--- src/logic/cpu_pkg.sv ---
// --------------------
// shared types for the 8-bit accumulator core (8051 subset)
// unknown opcodes keep their raw value in opcode_e and decode as NOP
// --------------------
`default_nettype none

package cpu_pkg;

    typedef logic [7:0]  byte_t;      // one data byte
    typedef logic [15:0] addr_t;      // memory address
    typedef logic [7:0]  dir_addr_t;  // 8051 direct address
    typedef logic [2:0]  step_t;      // remaining execution steps

    // kept opcodes, 8051 encoding
    typedef enum logic [7:0] {
        OP_NOP       = 8'h00,
        OP_INC_A     = 8'h04,
        OP_ADD_IMM   = 8'h24,
        OP_ADD_DIR   = 8'h25,
        OP_ORL_IMM   = 8'h44,
        OP_ANL_IMM   = 8'h54,
        OP_XRL_IMM   = 8'h64,
        OP_MOV_A_IMM = 8'h74,
        OP_SJMP      = 8'h80,
        OP_SUBB_IMM  = 8'h94,
        OP_MOV_A_DIR = 8'hE5,
        OP_CPL_A     = 8'hF4,
        OP_MOV_DIR_A = 8'hF5
    } opcode_e;

    // one-hot sequencer states
    typedef enum logic [6:0] {
        S_IDLE      = 7'b000_0001,
        S_FETCH     = 7'b000_0010,
        S_DECODE    = 7'b000_0100,
        S_ROM_READ  = 7'b000_1000,
        S_RAM_READ  = 7'b001_0000,
        S_EXECUTE   = 7'b010_0000,
        S_RAM_WRITE = 7'b100_0000
    } seq_state_e;

    // operand source; for operand a this is also the destination
    typedef enum logic [1:0] {
        SRC_A    = 2'd0,
        SRC_RAM  = 2'd1,
        SRC_ROM  = 2'd2,
        SRC_NONE = 2'd3
    } src_e;

    typedef enum logic [2:0] {
        ALU_PASS_B = 3'd0,
        ALU_ADD    = 3'd1,
        ALU_SUBB   = 3'd2,
        ALU_AND    = 3'd3,
        ALU_OR     = 3'd4,
        ALU_XOR    = 3'd5,
        ALU_INC    = 3'd6,
        ALU_CPL    = 3'd7
    } alu_op_e;

    // ---------------------
    // SFR direct addresses served inside the core
    localparam dir_addr_t ACC_ADDR = 8'hE0;
    localparam dir_addr_t B_ADDR   = 8'hF0;
    localparam dir_addr_t PSW_ADDR = 8'hD0;

    localparam int CY_BIT = 7;  // carry in PSW
    localparam int P_BIT  = 0;  // parity in PSW

endpackage

`default_nettype wire
--- src/logic/cpu_top.sv ---
// --------------------
// accumulator core top, single-cycle strobes and no back-pressure on the bus
// direct addresses E0h/F0h/D0h never appear on the bus
// --------------------
`default_nettype none
`timescale 1ns/100ps

module cpu_top
    import cpu_pkg::*;
#(
    parameter addr_t reset_pc    = 16'h0000,
    parameter int    idle_cycles = 6
) (
    input  logic  clk,
    input  logic  rst_n,
    input  byte_t mem_rdata,
    output addr_t mem_addr,
    output logic  mem_sel,    // 1 ram, 0 rom
    output logic  mem_rd,
    output logic  mem_wr,
    output byte_t mem_wdata
);

    // sequencer <-> decoder
    opcode_e   opcode;
    step_t     step;
    step_t     first_step;
    logic      need_rom;
    logic      need_ram_read;
    logic      need_execute;
    logic      need_ram_write;
    logic      is_idle;
    src_e      a_src;
    src_e      b_src;
    alu_op_e   alu_op;

    // datapath
    byte_t     rom_data;
    byte_t     ram_data;
    byte_t     dir_rdata;
    logic      dir_hit;
    logic      exec_stb;
    logic      wb_stb;
    dir_addr_t dir_addr;
    byte_t     a_val;
    byte_t     b_val;
    logic      cy;
    byte_t     alu_result;
    logic      alu_cy;

    cpu_sequencer #(
        .reset_pc    (reset_pc),
        .idle_cycles (idle_cycles)
    ) cpu_sequencer_inst (
        .clk            (clk),
        .rst_n          (rst_n),
        .mem_rdata      (mem_rdata),
        .opcode         (opcode),
        .step           (step),
        .first_step     (first_step),
        .need_rom       (need_rom),
        .need_ram_read  (need_ram_read),
        .need_execute   (need_execute),
        .need_ram_write (need_ram_write),
        .is_idle        (is_idle),
        .rom_data       (rom_data),
        .ram_data       (ram_data),
        .dir_rdata      (dir_rdata),
        .dir_hit        (dir_hit),
        .exec_stb       (exec_stb),
        .wb_stb         (wb_stb),
        .dir_addr       (dir_addr),
        .mem_addr       (mem_addr),
        .mem_sel        (mem_sel),
        .mem_rd         (mem_rd),
        .mem_wr         (mem_wr)
    );

    insn_decoder insn_decoder_inst (
        .opcode         (opcode),
        .step           (step),
        .first_step     (first_step),
        .need_rom       (need_rom),
        .need_ram_read  (need_ram_read),
        .need_execute   (need_execute),
        .need_ram_write (need_ram_write),
        .is_idle        (is_idle),
        .a_src          (a_src),
        .b_src          (b_src),
        .alu_op         (alu_op)
    );

    alu alu_inst (
        .a      (a_val),
        .b      (b_val),
        .cy_in  (cy),
        .op     (alu_op),
        .result (alu_result),
        .cy_out (alu_cy)
    );

    core_regs core_regs_inst (
        .clk        (clk),
        .rst_n      (rst_n),
        .exec_stb   (exec_stb),
        .wb_stb     (wb_stb),
        .a_src      (a_src),
        .b_src      (b_src),
        .rom_data   (rom_data),
        .ram_data   (ram_data),
        .dir_addr   (dir_addr),
        .alu_result (alu_result),
        .alu_cy     (alu_cy),
        .a_val      (a_val),
        .b_val      (b_val),
        .cy         (cy),
        .dir_hit    (dir_hit),
        .dir_rdata  (dir_rdata),
        .wdata      (mem_wdata)  // store data is always A
    );

endmodule

`default_nettype wire

--- src/logic/cpu_sequencer.sv ---
// --------------------
// one instruction in flight; every bus slot is 2 cycles, strobe in the first
// idle_cycles must be at least 1
// --------------------
`default_nettype none
`timescale 1ns/100ps

module cpu_sequencer
    import cpu_pkg::*;
#(
    parameter addr_t reset_pc    = 16'h0000,
    parameter int    idle_cycles = 6
) (
    input  logic      clk,
    input  logic      rst_n,
    input  byte_t     mem_rdata,
    output opcode_e   opcode,
    output step_t     step,
    input  step_t     first_step,
    input  logic      need_rom,
    input  logic      need_ram_read,
    input  logic      need_execute,
    input  logic      need_ram_write,
    input  logic      is_idle,
    output byte_t     rom_data,
    output byte_t     ram_data,
    input  byte_t     dir_rdata,
    input  logic      dir_hit,
    output logic      exec_stb,
    output logic      wb_stb,
    output dir_addr_t dir_addr,
    output addr_t     mem_addr,
    output logic      mem_sel,
    output logic      mem_rd,
    output logic      mem_wr
);

    localparam int IDLE_W = $clog2(idle_cycles + 1);
    localparam logic [IDLE_W-1:0] IDLE_LOAD = IDLE_W'(idle_cycles - 1);

    seq_state_e        state_q;
    seq_state_e        state_d;
    logic              slot_q;      // second cycle of a bus slot
    addr_t             pc_q;
    byte_t             ir_q;
    byte_t             rom_q;
    byte_t             ram_q;
    step_t             step_q;
    logic [IDLE_W-1:0] idle_cnt_q;
    logic              bus_state;
    logic              rom_state;
    logic              ram_state;
    logic              last_step;

    assign rom_state = (state_q == S_FETCH) || (state_q == S_ROM_READ);
    assign ram_state = (state_q == S_RAM_READ) || (state_q == S_RAM_WRITE);
    assign bus_state = rom_state || ram_state;
    assign last_step = (step_q == step_t'(1));

    // a freshly fetched opcode starts from the decoder's step count
    assign step = (state_q == S_DECODE && step_q == '0) ? first_step : step_q;

    // ---------------------
    // next state
    always_comb begin
        state_d = state_q;
        case (state_q)
            S_IDLE:   if (idle_cnt_q == '0) state_d = S_FETCH;
            S_FETCH:  if (slot_q) state_d = S_DECODE;
            S_DECODE: begin
                if (is_idle)             state_d = S_IDLE;
                else if (need_rom)       state_d = S_ROM_READ;
                else if (need_ram_read)  state_d = S_RAM_READ;
                else if (need_execute)   state_d = S_EXECUTE;
                else if (need_ram_write) state_d = S_RAM_WRITE;
                else                     state_d = S_FETCH;
            end
            S_ROM_READ, S_RAM_READ, S_RAM_WRITE: begin
                if (slot_q) state_d = last_step ? S_FETCH : S_DECODE;
            end
            S_EXECUTE: state_d = last_step ? S_FETCH : S_DECODE;
            default:   state_d = S_IDLE;
        endcase
    end

    // ---------------------
    // control registers
    always_ff @(posedge clk or negedge rst_n) begin
        if (!rst_n) begin
            state_q    <= S_IDLE;
            slot_q     <= 1'b0;
            pc_q       <= reset_pc;
            ir_q       <= '0;          // reads as NOP
            step_q     <= '0;
            idle_cnt_q <= IDLE_LOAD;
        end else begin
            state_q <= state_d;
            slot_q  <= bus_state && !slot_q;
            case (state_q)
                S_IDLE: begin
                    if (idle_cnt_q != '0) idle_cnt_q <= idle_cnt_q - 1'b1;
                end
                S_FETCH: begin
                    if (slot_q) begin
                        ir_q   <= mem_rdata;
                        pc_q   <= pc_q + 1'b1;
                        step_q <= '0;
                    end
                end
                S_DECODE: begin
                    step_q     <= step;
                    idle_cnt_q <= IDLE_LOAD;   // used only if we drop into idle
                end
                S_ROM_READ: begin
                    if (slot_q) begin
                        pc_q   <= pc_q + 1'b1;
                        step_q <= step_q - 1'b1;
                    end
                end
                S_RAM_READ, S_RAM_WRITE: begin
                    if (slot_q) step_q <= step_q - 1'b1;
                end
                S_EXECUTE: begin
                    step_q <= step_q - 1'b1;
                    // sjmp offset is relative to the next instruction
                    if (opcode == OP_SJMP) pc_q <= pc_q + {{8{rom_q[7]}}, rom_q};
                end
                default: ;
            endcase
        end
    end

    // operand data registers
    always_ff @(posedge clk) begin
        if (state_q == S_ROM_READ && slot_q) rom_q <= mem_rdata;
        if (state_q == S_RAM_READ && slot_q) ram_q <= dir_hit ? dir_rdata : mem_rdata;
    end

    // ---------------------
    // bus and strobes
    assign mem_addr = ram_state ? {8'h00, rom_q} : pc_q;
    assign mem_sel  = ram_state && !dir_hit;
    assign mem_rd   = !slot_q && (rom_state || (state_q == S_RAM_READ && !dir_hit));
    assign mem_wr   = !slot_q && state_q == S_RAM_WRITE && !dir_hit;

    assign exec_stb = (state_q == S_EXECUTE);
    assign wb_stb   = (state_q == S_RAM_WRITE) && !slot_q;  // sfr write slot

    assign opcode   = opcode_e'(ir_q);
    assign rom_data = rom_q;
    assign ram_data = ram_q;
    assign dir_addr = rom_q;   // direct operand is always the rom byte

endmodule

`default_nettype wire

--- src/logic/insn_decoder.sv ---
// --------------------
// steps run in the fixed order rom read, ram read, execute, ram write
// --------------------
`default_nettype none
`timescale 1ns/100ps

module insn_decoder
    import cpu_pkg::*;
(
    input  opcode_e opcode,
    input  step_t   step,           // remaining steps
    output step_t   first_step,
    output logic    need_rom,
    output logic    need_ram_read,
    output logic    need_execute,
    output logic    need_ram_write,
    output logic    is_idle,
    output src_e    a_src,
    output src_e    b_src,
    output alu_op_e alu_op
);

    logic uses_rom;
    logic uses_rd;
    logic uses_ex;
    logic uses_wr;

    always_comb begin
        uses_rom = 1'b0;
        uses_rd  = 1'b0;
        uses_ex  = 1'b0;
        uses_wr  = 1'b0;
        a_src    = SRC_NONE;
        b_src    = SRC_NONE;
        case (opcode)
            OP_INC_A, OP_CPL_A: begin
                uses_ex = 1'b1;
                a_src   = SRC_A;
            end
            OP_ADD_IMM, OP_ORL_IMM, OP_ANL_IMM, OP_XRL_IMM,
            OP_MOV_A_IMM, OP_SUBB_IMM: begin
                uses_rom = 1'b1;
                uses_ex  = 1'b1;
                a_src    = SRC_A;
                b_src    = SRC_ROM;
            end
            OP_ADD_DIR, OP_MOV_A_DIR: begin
                uses_rom = 1'b1;
                uses_rd  = 1'b1;
                uses_ex  = 1'b1;
                a_src    = SRC_A;
                b_src    = SRC_RAM;
            end
            OP_SJMP: begin          // pc update happens in the sequencer
                uses_rom = 1'b1;
                uses_ex  = 1'b1;
            end
            OP_MOV_DIR_A: begin
                uses_rom = 1'b1;
                uses_wr  = 1'b1;
            end
            default: ;              // nop and unknown opcodes
        endcase
    end

    always_comb begin
        case (opcode)
            OP_INC_A:                alu_op = ALU_INC;
            OP_CPL_A:                alu_op = ALU_CPL;
            OP_ADD_IMM, OP_ADD_DIR:  alu_op = ALU_ADD;
            OP_SUBB_IMM:             alu_op = ALU_SUBB;
            OP_ANL_IMM:              alu_op = ALU_AND;
            OP_ORL_IMM:              alu_op = ALU_OR;
            OP_XRL_IMM:              alu_op = ALU_XOR;
            default:                 alu_op = ALU_PASS_B;   // movs and sjmp
        endcase
    end

    assign first_step = step_t'(uses_rom) + step_t'(uses_rd) + step_t'(uses_ex)
                      + step_t'(uses_wr);
    assign is_idle    = (first_step == '0);

    // position of each step counted from the end of the list
    assign need_ram_write = uses_wr && (step == step_t'(1));
    assign need_execute   = uses_ex && (step == step_t'(1) + step_t'(uses_wr));
    assign need_ram_read  = uses_rd
                          && (step == step_t'(1) + step_t'(uses_wr) + step_t'(uses_ex));
    assign need_rom       = uses_rom && (step == first_step);

endmodule

`default_nettype wire

--- src/logic/core_regs.sv ---
// --------------------
// A, B, PSW; the PSW parity bit is always recomputed from A
// --------------------
`default_nettype none
`timescale 1ns/100ps

module core_regs
    import cpu_pkg::*;
(
    input  logic      clk,
    input  logic      rst_n,
    input  logic      exec_stb,
    input  logic      wb_stb,
    input  src_e      a_src,
    input  src_e      b_src,
    input  byte_t     rom_data,
    input  byte_t     ram_data,
    input  dir_addr_t dir_addr,
    input  byte_t     alu_result,
    input  logic      alu_cy,
    output byte_t     a_val,
    output byte_t     b_val,
    output logic      cy,
    output logic      dir_hit,
    output byte_t     dir_rdata,
    output byte_t     wdata
);

    byte_t acc_q;
    byte_t b_q;
    byte_t psw_q;
    byte_t psw_view;   // psw as seen by reads

    function automatic byte_t pick(input src_e src, input byte_t acc, input byte_t ram,
                                   input byte_t rom);
        case (src)
            SRC_A:   pick = acc;
            SRC_RAM: pick = ram;
            SRC_ROM: pick = rom;
            default: pick = '0;
        endcase
    endfunction

    assign a_val = pick(a_src, acc_q, ram_data, rom_data);
    assign b_val = pick(b_src, acc_q, ram_data, rom_data);

    always_comb begin
        psw_view        = psw_q;
        psw_view[P_BIT] = ^acc_q;   // odd number of ones
    end

    assign cy      = psw_q[CY_BIT];
    assign wdata   = acc_q;
    assign dir_hit = (dir_addr == ACC_ADDR) || (dir_addr == B_ADDR) || (dir_addr == PSW_ADDR);

    always_comb begin
        case (dir_addr)
            ACC_ADDR: dir_rdata = acc_q;
            B_ADDR:   dir_rdata = b_q;
            PSW_ADDR: dir_rdata = psw_view;
            default:  dir_rdata = '0;
        endcase
    end

    always_ff @(posedge clk or negedge rst_n) begin
        if (!rst_n) begin
            acc_q <= '0;
            b_q   <= '0;
            psw_q <= '0;
        end else if (exec_stb && a_src == SRC_A) begin
            acc_q         <= alu_result;
            psw_q[CY_BIT] <= alu_cy;
        end else if (wb_stb && dir_hit) begin
            // mov direct,A to an sfr; E0h leaves A as it is
            case (dir_addr)
                B_ADDR:   b_q   <= acc_q;
                PSW_ADDR: psw_q <= acc_q;
                default: ;
            endcase
        end
    end

endmodule

`default_nettype wire

--- src/logic/alu.sv ---
// --------------------
// combinational 8-bit alu, only ADD and SUBB touch the carry
// --------------------
`default_nettype none
`timescale 1ns/100ps

module alu
    import cpu_pkg::*;
(
    input  byte_t   a,
    input  byte_t   b,
    input  logic    cy_in,
    input  alu_op_e op,
    output byte_t   result,
    output logic    cy_out
);

    logic [8:0] sum;    // carry out in bit 8
    logic [8:0] diff;   // borrow in bit 8

    assign sum  = {1'b0, a} + {1'b0, b};
    assign diff = {1'b0, a} - {1'b0, b} - {8'h00, cy_in};

    always_comb begin
        result = b;
        cy_out = cy_in;
        case (op)
            ALU_PASS_B: result = b;
            ALU_ADD: begin
                result = sum[7:0];
                cy_out = sum[8];
            end
            ALU_SUBB: begin
                result = diff[7:0];
                cy_out = diff[8];
            end
            ALU_AND:    result = a & b;
            ALU_OR:     result = a | b;
            ALU_XOR:    result = a ^ b;
            ALU_INC:    result = a + 8'h01;   // wraps, carry untouched as on 8051
            ALU_CPL:    result = ~a;
            default:    result = b;
        endcase
    end

endmodule

`default_nettype wire

--- config.mk ---
export PLATFORM = sky130hd
export DESIGN_NAME = cpu_top
export DESIGN_NICKNAME = d
export VERILOG_FILES = /design/src/logic/cpu_pkg.sv /design/src/logic/cpu_top.sv /design/src/logic/cpu_sequencer.sv /design/src/logic/insn_decoder.sv /design/src/logic/core_regs.sv /design/src/logic/alu.sv
export SDC_FILE = /design/constraint.sdc
export NUM_CORES = 1
export LEC_CHECK = 0
export CAP_MARGIN = 10
export CORE_UTILIZATION = 65
export DETAILED_ROUTE_END_ITERATION = 16
export DONT_BUFFER_PORTS = 1
export PLACE_DENSITY = 0.81
export SYNTH_ARGS = -nofsm -noshare
export SYNTH_HDL_FRONTEND = slang
export SYNTH_SLANG_ARGS = --single-unit
export TNS_END_PERCENT = 1
--- constraint.sdc ---
create_clock -name clk -period 5.5 [get_ports clk]
set_input_delay 1.1 -clock clk [delete_from_list [all_inputs] [get_ports clk]]
set_output_delay 1.1 -clock clk [all_outputs]
set_load 0.005 [all_outputs]
==> flow_metrics.env <==
export IMPL_ir_worst_vdd_mv=0.290
export IMPL_route_detailed_drc=0
export IMPL_worstSkewPairLatency_ps=380
export IMPL_end_kind="register"
export IMPL_grt_pass1_wl_mm=27.4
export IMPL_worstPathMaxFanout=8
export IMPL_worstPathArrival_ps=5300
export IMPL_synthFlopType="dfrtp_1"
export IMPL_clock_root_buffer="clkbuf_8"
export IMPL_h_tree_depth=3
export IMPL_drt_pass1_iter_count=6
export IMPL_syn_instance_count=767
export IMPL_fin_util_pct=69.3
export IMPL_core_area_um2=9820
export IMPL_cts_hold_buf=0
export IMPL_nets=813
export IMPL_rsz0062_at_grt="false"
export IMPL_slew_headroom_pct=25.1
export IMPL_powerDensity_nw_per_um2=272
export IMPL_wl_per_cell_um=20.1
export IMPL_final_cell_mix="68 x nor2_1, 62 x nand2_1, 58 x dfrtp_1"
export IMPL_antenna_found_initial=1
export IMPL_via_per_inst=6.41
export IMPL_yosysSeqAreaShare_pct=30.4
export IMPL_worst_pin_slew_ps=1120
export IMPL_fin_setup_tns_ps=0
export IMPL_die_y_um=103
export IMPL_setup_violations=0
export IMPL_hp_class="primary input to async pin"
export IMPL_syn_num_nets=837
export IMPL_portBuffers=0
export IMPL_track_usage_pct=34.9
export IMPL_clock_sinks=77
export IMPL_die_x_um=103
export IMPL_leakage_uw=0.00300
export IMPL_period_needed_ps=5040
export IMPL_cp_slowest_cell="nor3b_1"
export IMPL_io_pins=37
export IMPL_post_cts_setup_buffer_count=0
export IMPL_synth_seq_cells=77
export IMPL_yosys_area_share_adder_pct=11.9
export IMPL_worst_setup_path_start_kind="register"
export IMPL_die_area_um2=10600
export IMPL_gr_total_overflow=0
export IMPL_synth_xor_area_share_pct=5.17
export IMPL_max_freq_mhz=198
export IMPL_status="complete, no violations"
export IMPL_cp_cell_sequence="nor3b_1, nand3_1, nor3_1, inv_1, ha_1, nor2_1, inv_1, fa_1, fa_1, o21a_1, o21a_1, o21ai_0, nand2b_1, xnor2_1, nor2_1, nor4_1, o22ai_1"
export IMPL_grt_max_degree=62
export IMPL_layout_drive_gt1_share_pct=9.09
export IMPL_yosys_warnings=0
export IMPL_post_cts_resize_count=0
export IMPL_finalCritPeriodShare_pct=91.6
export IMPL_synth_cell_area_um2=6610
export IMPL_final_max_slew_viol_count=0
export IMPL_start_util_pct=67.3
export IMPL_avgSynthCellArea_um2=8.61
export IMPL_dp_hpwl_mm=13.2
export IMPL_antenna_left=0
export IMPL_maxCapViolCount=0
export IMPL_synthArstFlopShare_pct=79.2
export IMPL_worstPathRequired_ps=5760
export IMPL_synth_top_family_by_area="compound AO/OA/AOI/OAI gates"
export IMPL_cts_buffers=9
export IMPL_skew_ps=14.1
export IMPL_muxShareOfSynthArea_pct=7.08
export IMPL_gp_congestion=0.990
export IMPL_synth_edf_count=16
export IMPL_routed_wl_mm=17.7
export IMPL_area_delta_synth_final_pct=3.05
export IMPL_final_common_cell="nor2_1"
export IMPL_vias=5653
export IMPL_synthSimpleGateAreaFrac_pct=18.9
export IMPL_cts_buffer_depth=2
export IMPL_cts_clk_slew_worst_paths_ps=90
export IMPL_grt_pass1_vias=5307
export IMPL_synth_cell_type_count=74
export IMPL_cpPeakStageDelay_ps=640
export IMPL_synth_compound_area_share_pct=20.7
export IMPL_cts_tree="done"
export IMPL_rows=36
export IMPL_crit_type="register to register"
export IMPL_hold_viol=0
export IMPL_drt_initial_drc_count=545
==> worst max-delay path, delay by kind of cell, from the launching register on <==
| family | cells | cell delay, ps |
|---|---|---|
| flops | 1 | 440 |
| compound gates | 4 | 650 |
| fa+ha+maj | 3 | 1320 |
| xor+xnor | 1 | 160 |
| simple gates | 7 | 2100 |
| buf+inv | 2 | 250 |
==> state kept, by name, summed over array words and instances (netlist names) <==
signal and flops:
cpu_sequencer_inst.idle_cnt_q 3, core_regs_inst.psw_q 7, core_regs_inst.wdata 8, cpu_sequencer_inst.dir_addr 8, cpu_sequencer_inst.ram_data 8, cpu_sequencer_inst.state_q 7
cpu_sequencer_inst.step_q 3, cpu_sequencer_inst.slot_q 1, cpu_sequencer_inst.opcode 8, cpu_sequencer_inst.pc_q 16, core_regs_inst.b_q 8
==> power breakdown <==
part / internal, µW / leakage [µW] / total (µW) / switching [µW]
combinational: 249 / 0.00195 / 640 / 391
clock: 209 / 0.0000981 / 438 / 229
sequential: 656 / 0.000958 / 771 / 115
total: 1110 / 0.00300 / 1850 / 735
==> cells by family (layout without fill, tap and decap cells) <==
kind of cell	Yosys count	after routing
AOI/OAI and AO/OA	209	209
xor gates and xnor gates	39	39
adders and majority gates	60	60
buffers and inverters	90	71
DFF	77	77
muxes	43	43
other	0	1
and+or+nand+nor	249	249
==> layout make-up <==
type | count | area, µm²
multi-input combinational | 600 | 4230
fill | 792 | 3010
sequential | 77 | 2010
inverter | 52 | 195
tap | 133 | 166
clock buffer | 10 | 128
clock inverter | 6 | 61.3
timing repair buffer | 3 | 20.0
antenna | 1 | 2.50
==> stage by stage <==
stage | cell area, µm² | cells | setup WS (ps) | power, µW | hold slack (ps)
after global placement | 6610 | 864 | 786 | 1370 | 452
after detailed placement | 6610 | 864 | 527 | 1400 | 452
after CTS | 6800 | 880 | 531 | 1840 | 403
after floorplan | 6610 | 767 | 1260 | 1280 | 434
final | 6810 | 882 | 461 | 1850 | 408
after global routing | 6810 | 881 | 22.0 | 1960 | 397
==> synthesized netlist by cell type (22+ instances only) <==
library cell	n	area share [%]
a21o_1	23	2.6
o21ai_0	52	3.9
nor3_1	22	1.7
dfrtp_1	58	22
inv_1	50	2.8
clkbuf_1	25	1.4
nor2_1	68	3.9
ha_1	55	10
a21oi_1	52	3.9
nand2_1	62	3.5
xnor2_1	23	3.0
mux2_2	30	5.1
==> routing by layer <==
metal / part of all wire (%) / GRT usage [%] / vias up
met5: 0 / 0 / -
met4: 2.8 / 13.3 / 0
met3: 8.7 / 8.68 / 36
met2: 46 / 55.6 / 241
met1: 43 / 45.9 / 2682
li1: - / - / 2694
==> final timing paths <==
check / startpoint / endpoint / slack (ps) / depth (start not counted)
setup / recovery: cpu_sequencer_inst.opcode[2] / core_regs_inst.wdata[6] / 460 / 17
hold / removal: rst_n / cpu_sequencer_inst.opcode[4] / 410 / 0
setup reg to reg: cpu_sequencer_inst.opcode[2] / core_regs_inst.wdata[6] / 460 / 17
hold reg to reg: cpu_sequencer_inst.pc_q[15] / cpu_sequencer_inst.pc_q[15] / 460 / 1
max in group asynchronous: rst_n / cpu_sequencer_inst.state_q[0] / 4900 / 0
min in group clk: cpu_sequencer_inst.pc_q[15] / cpu_sequencer_inst.pc_q[15] / 460 / 1
Note: power is estimated with default switching activity, not from simulation.
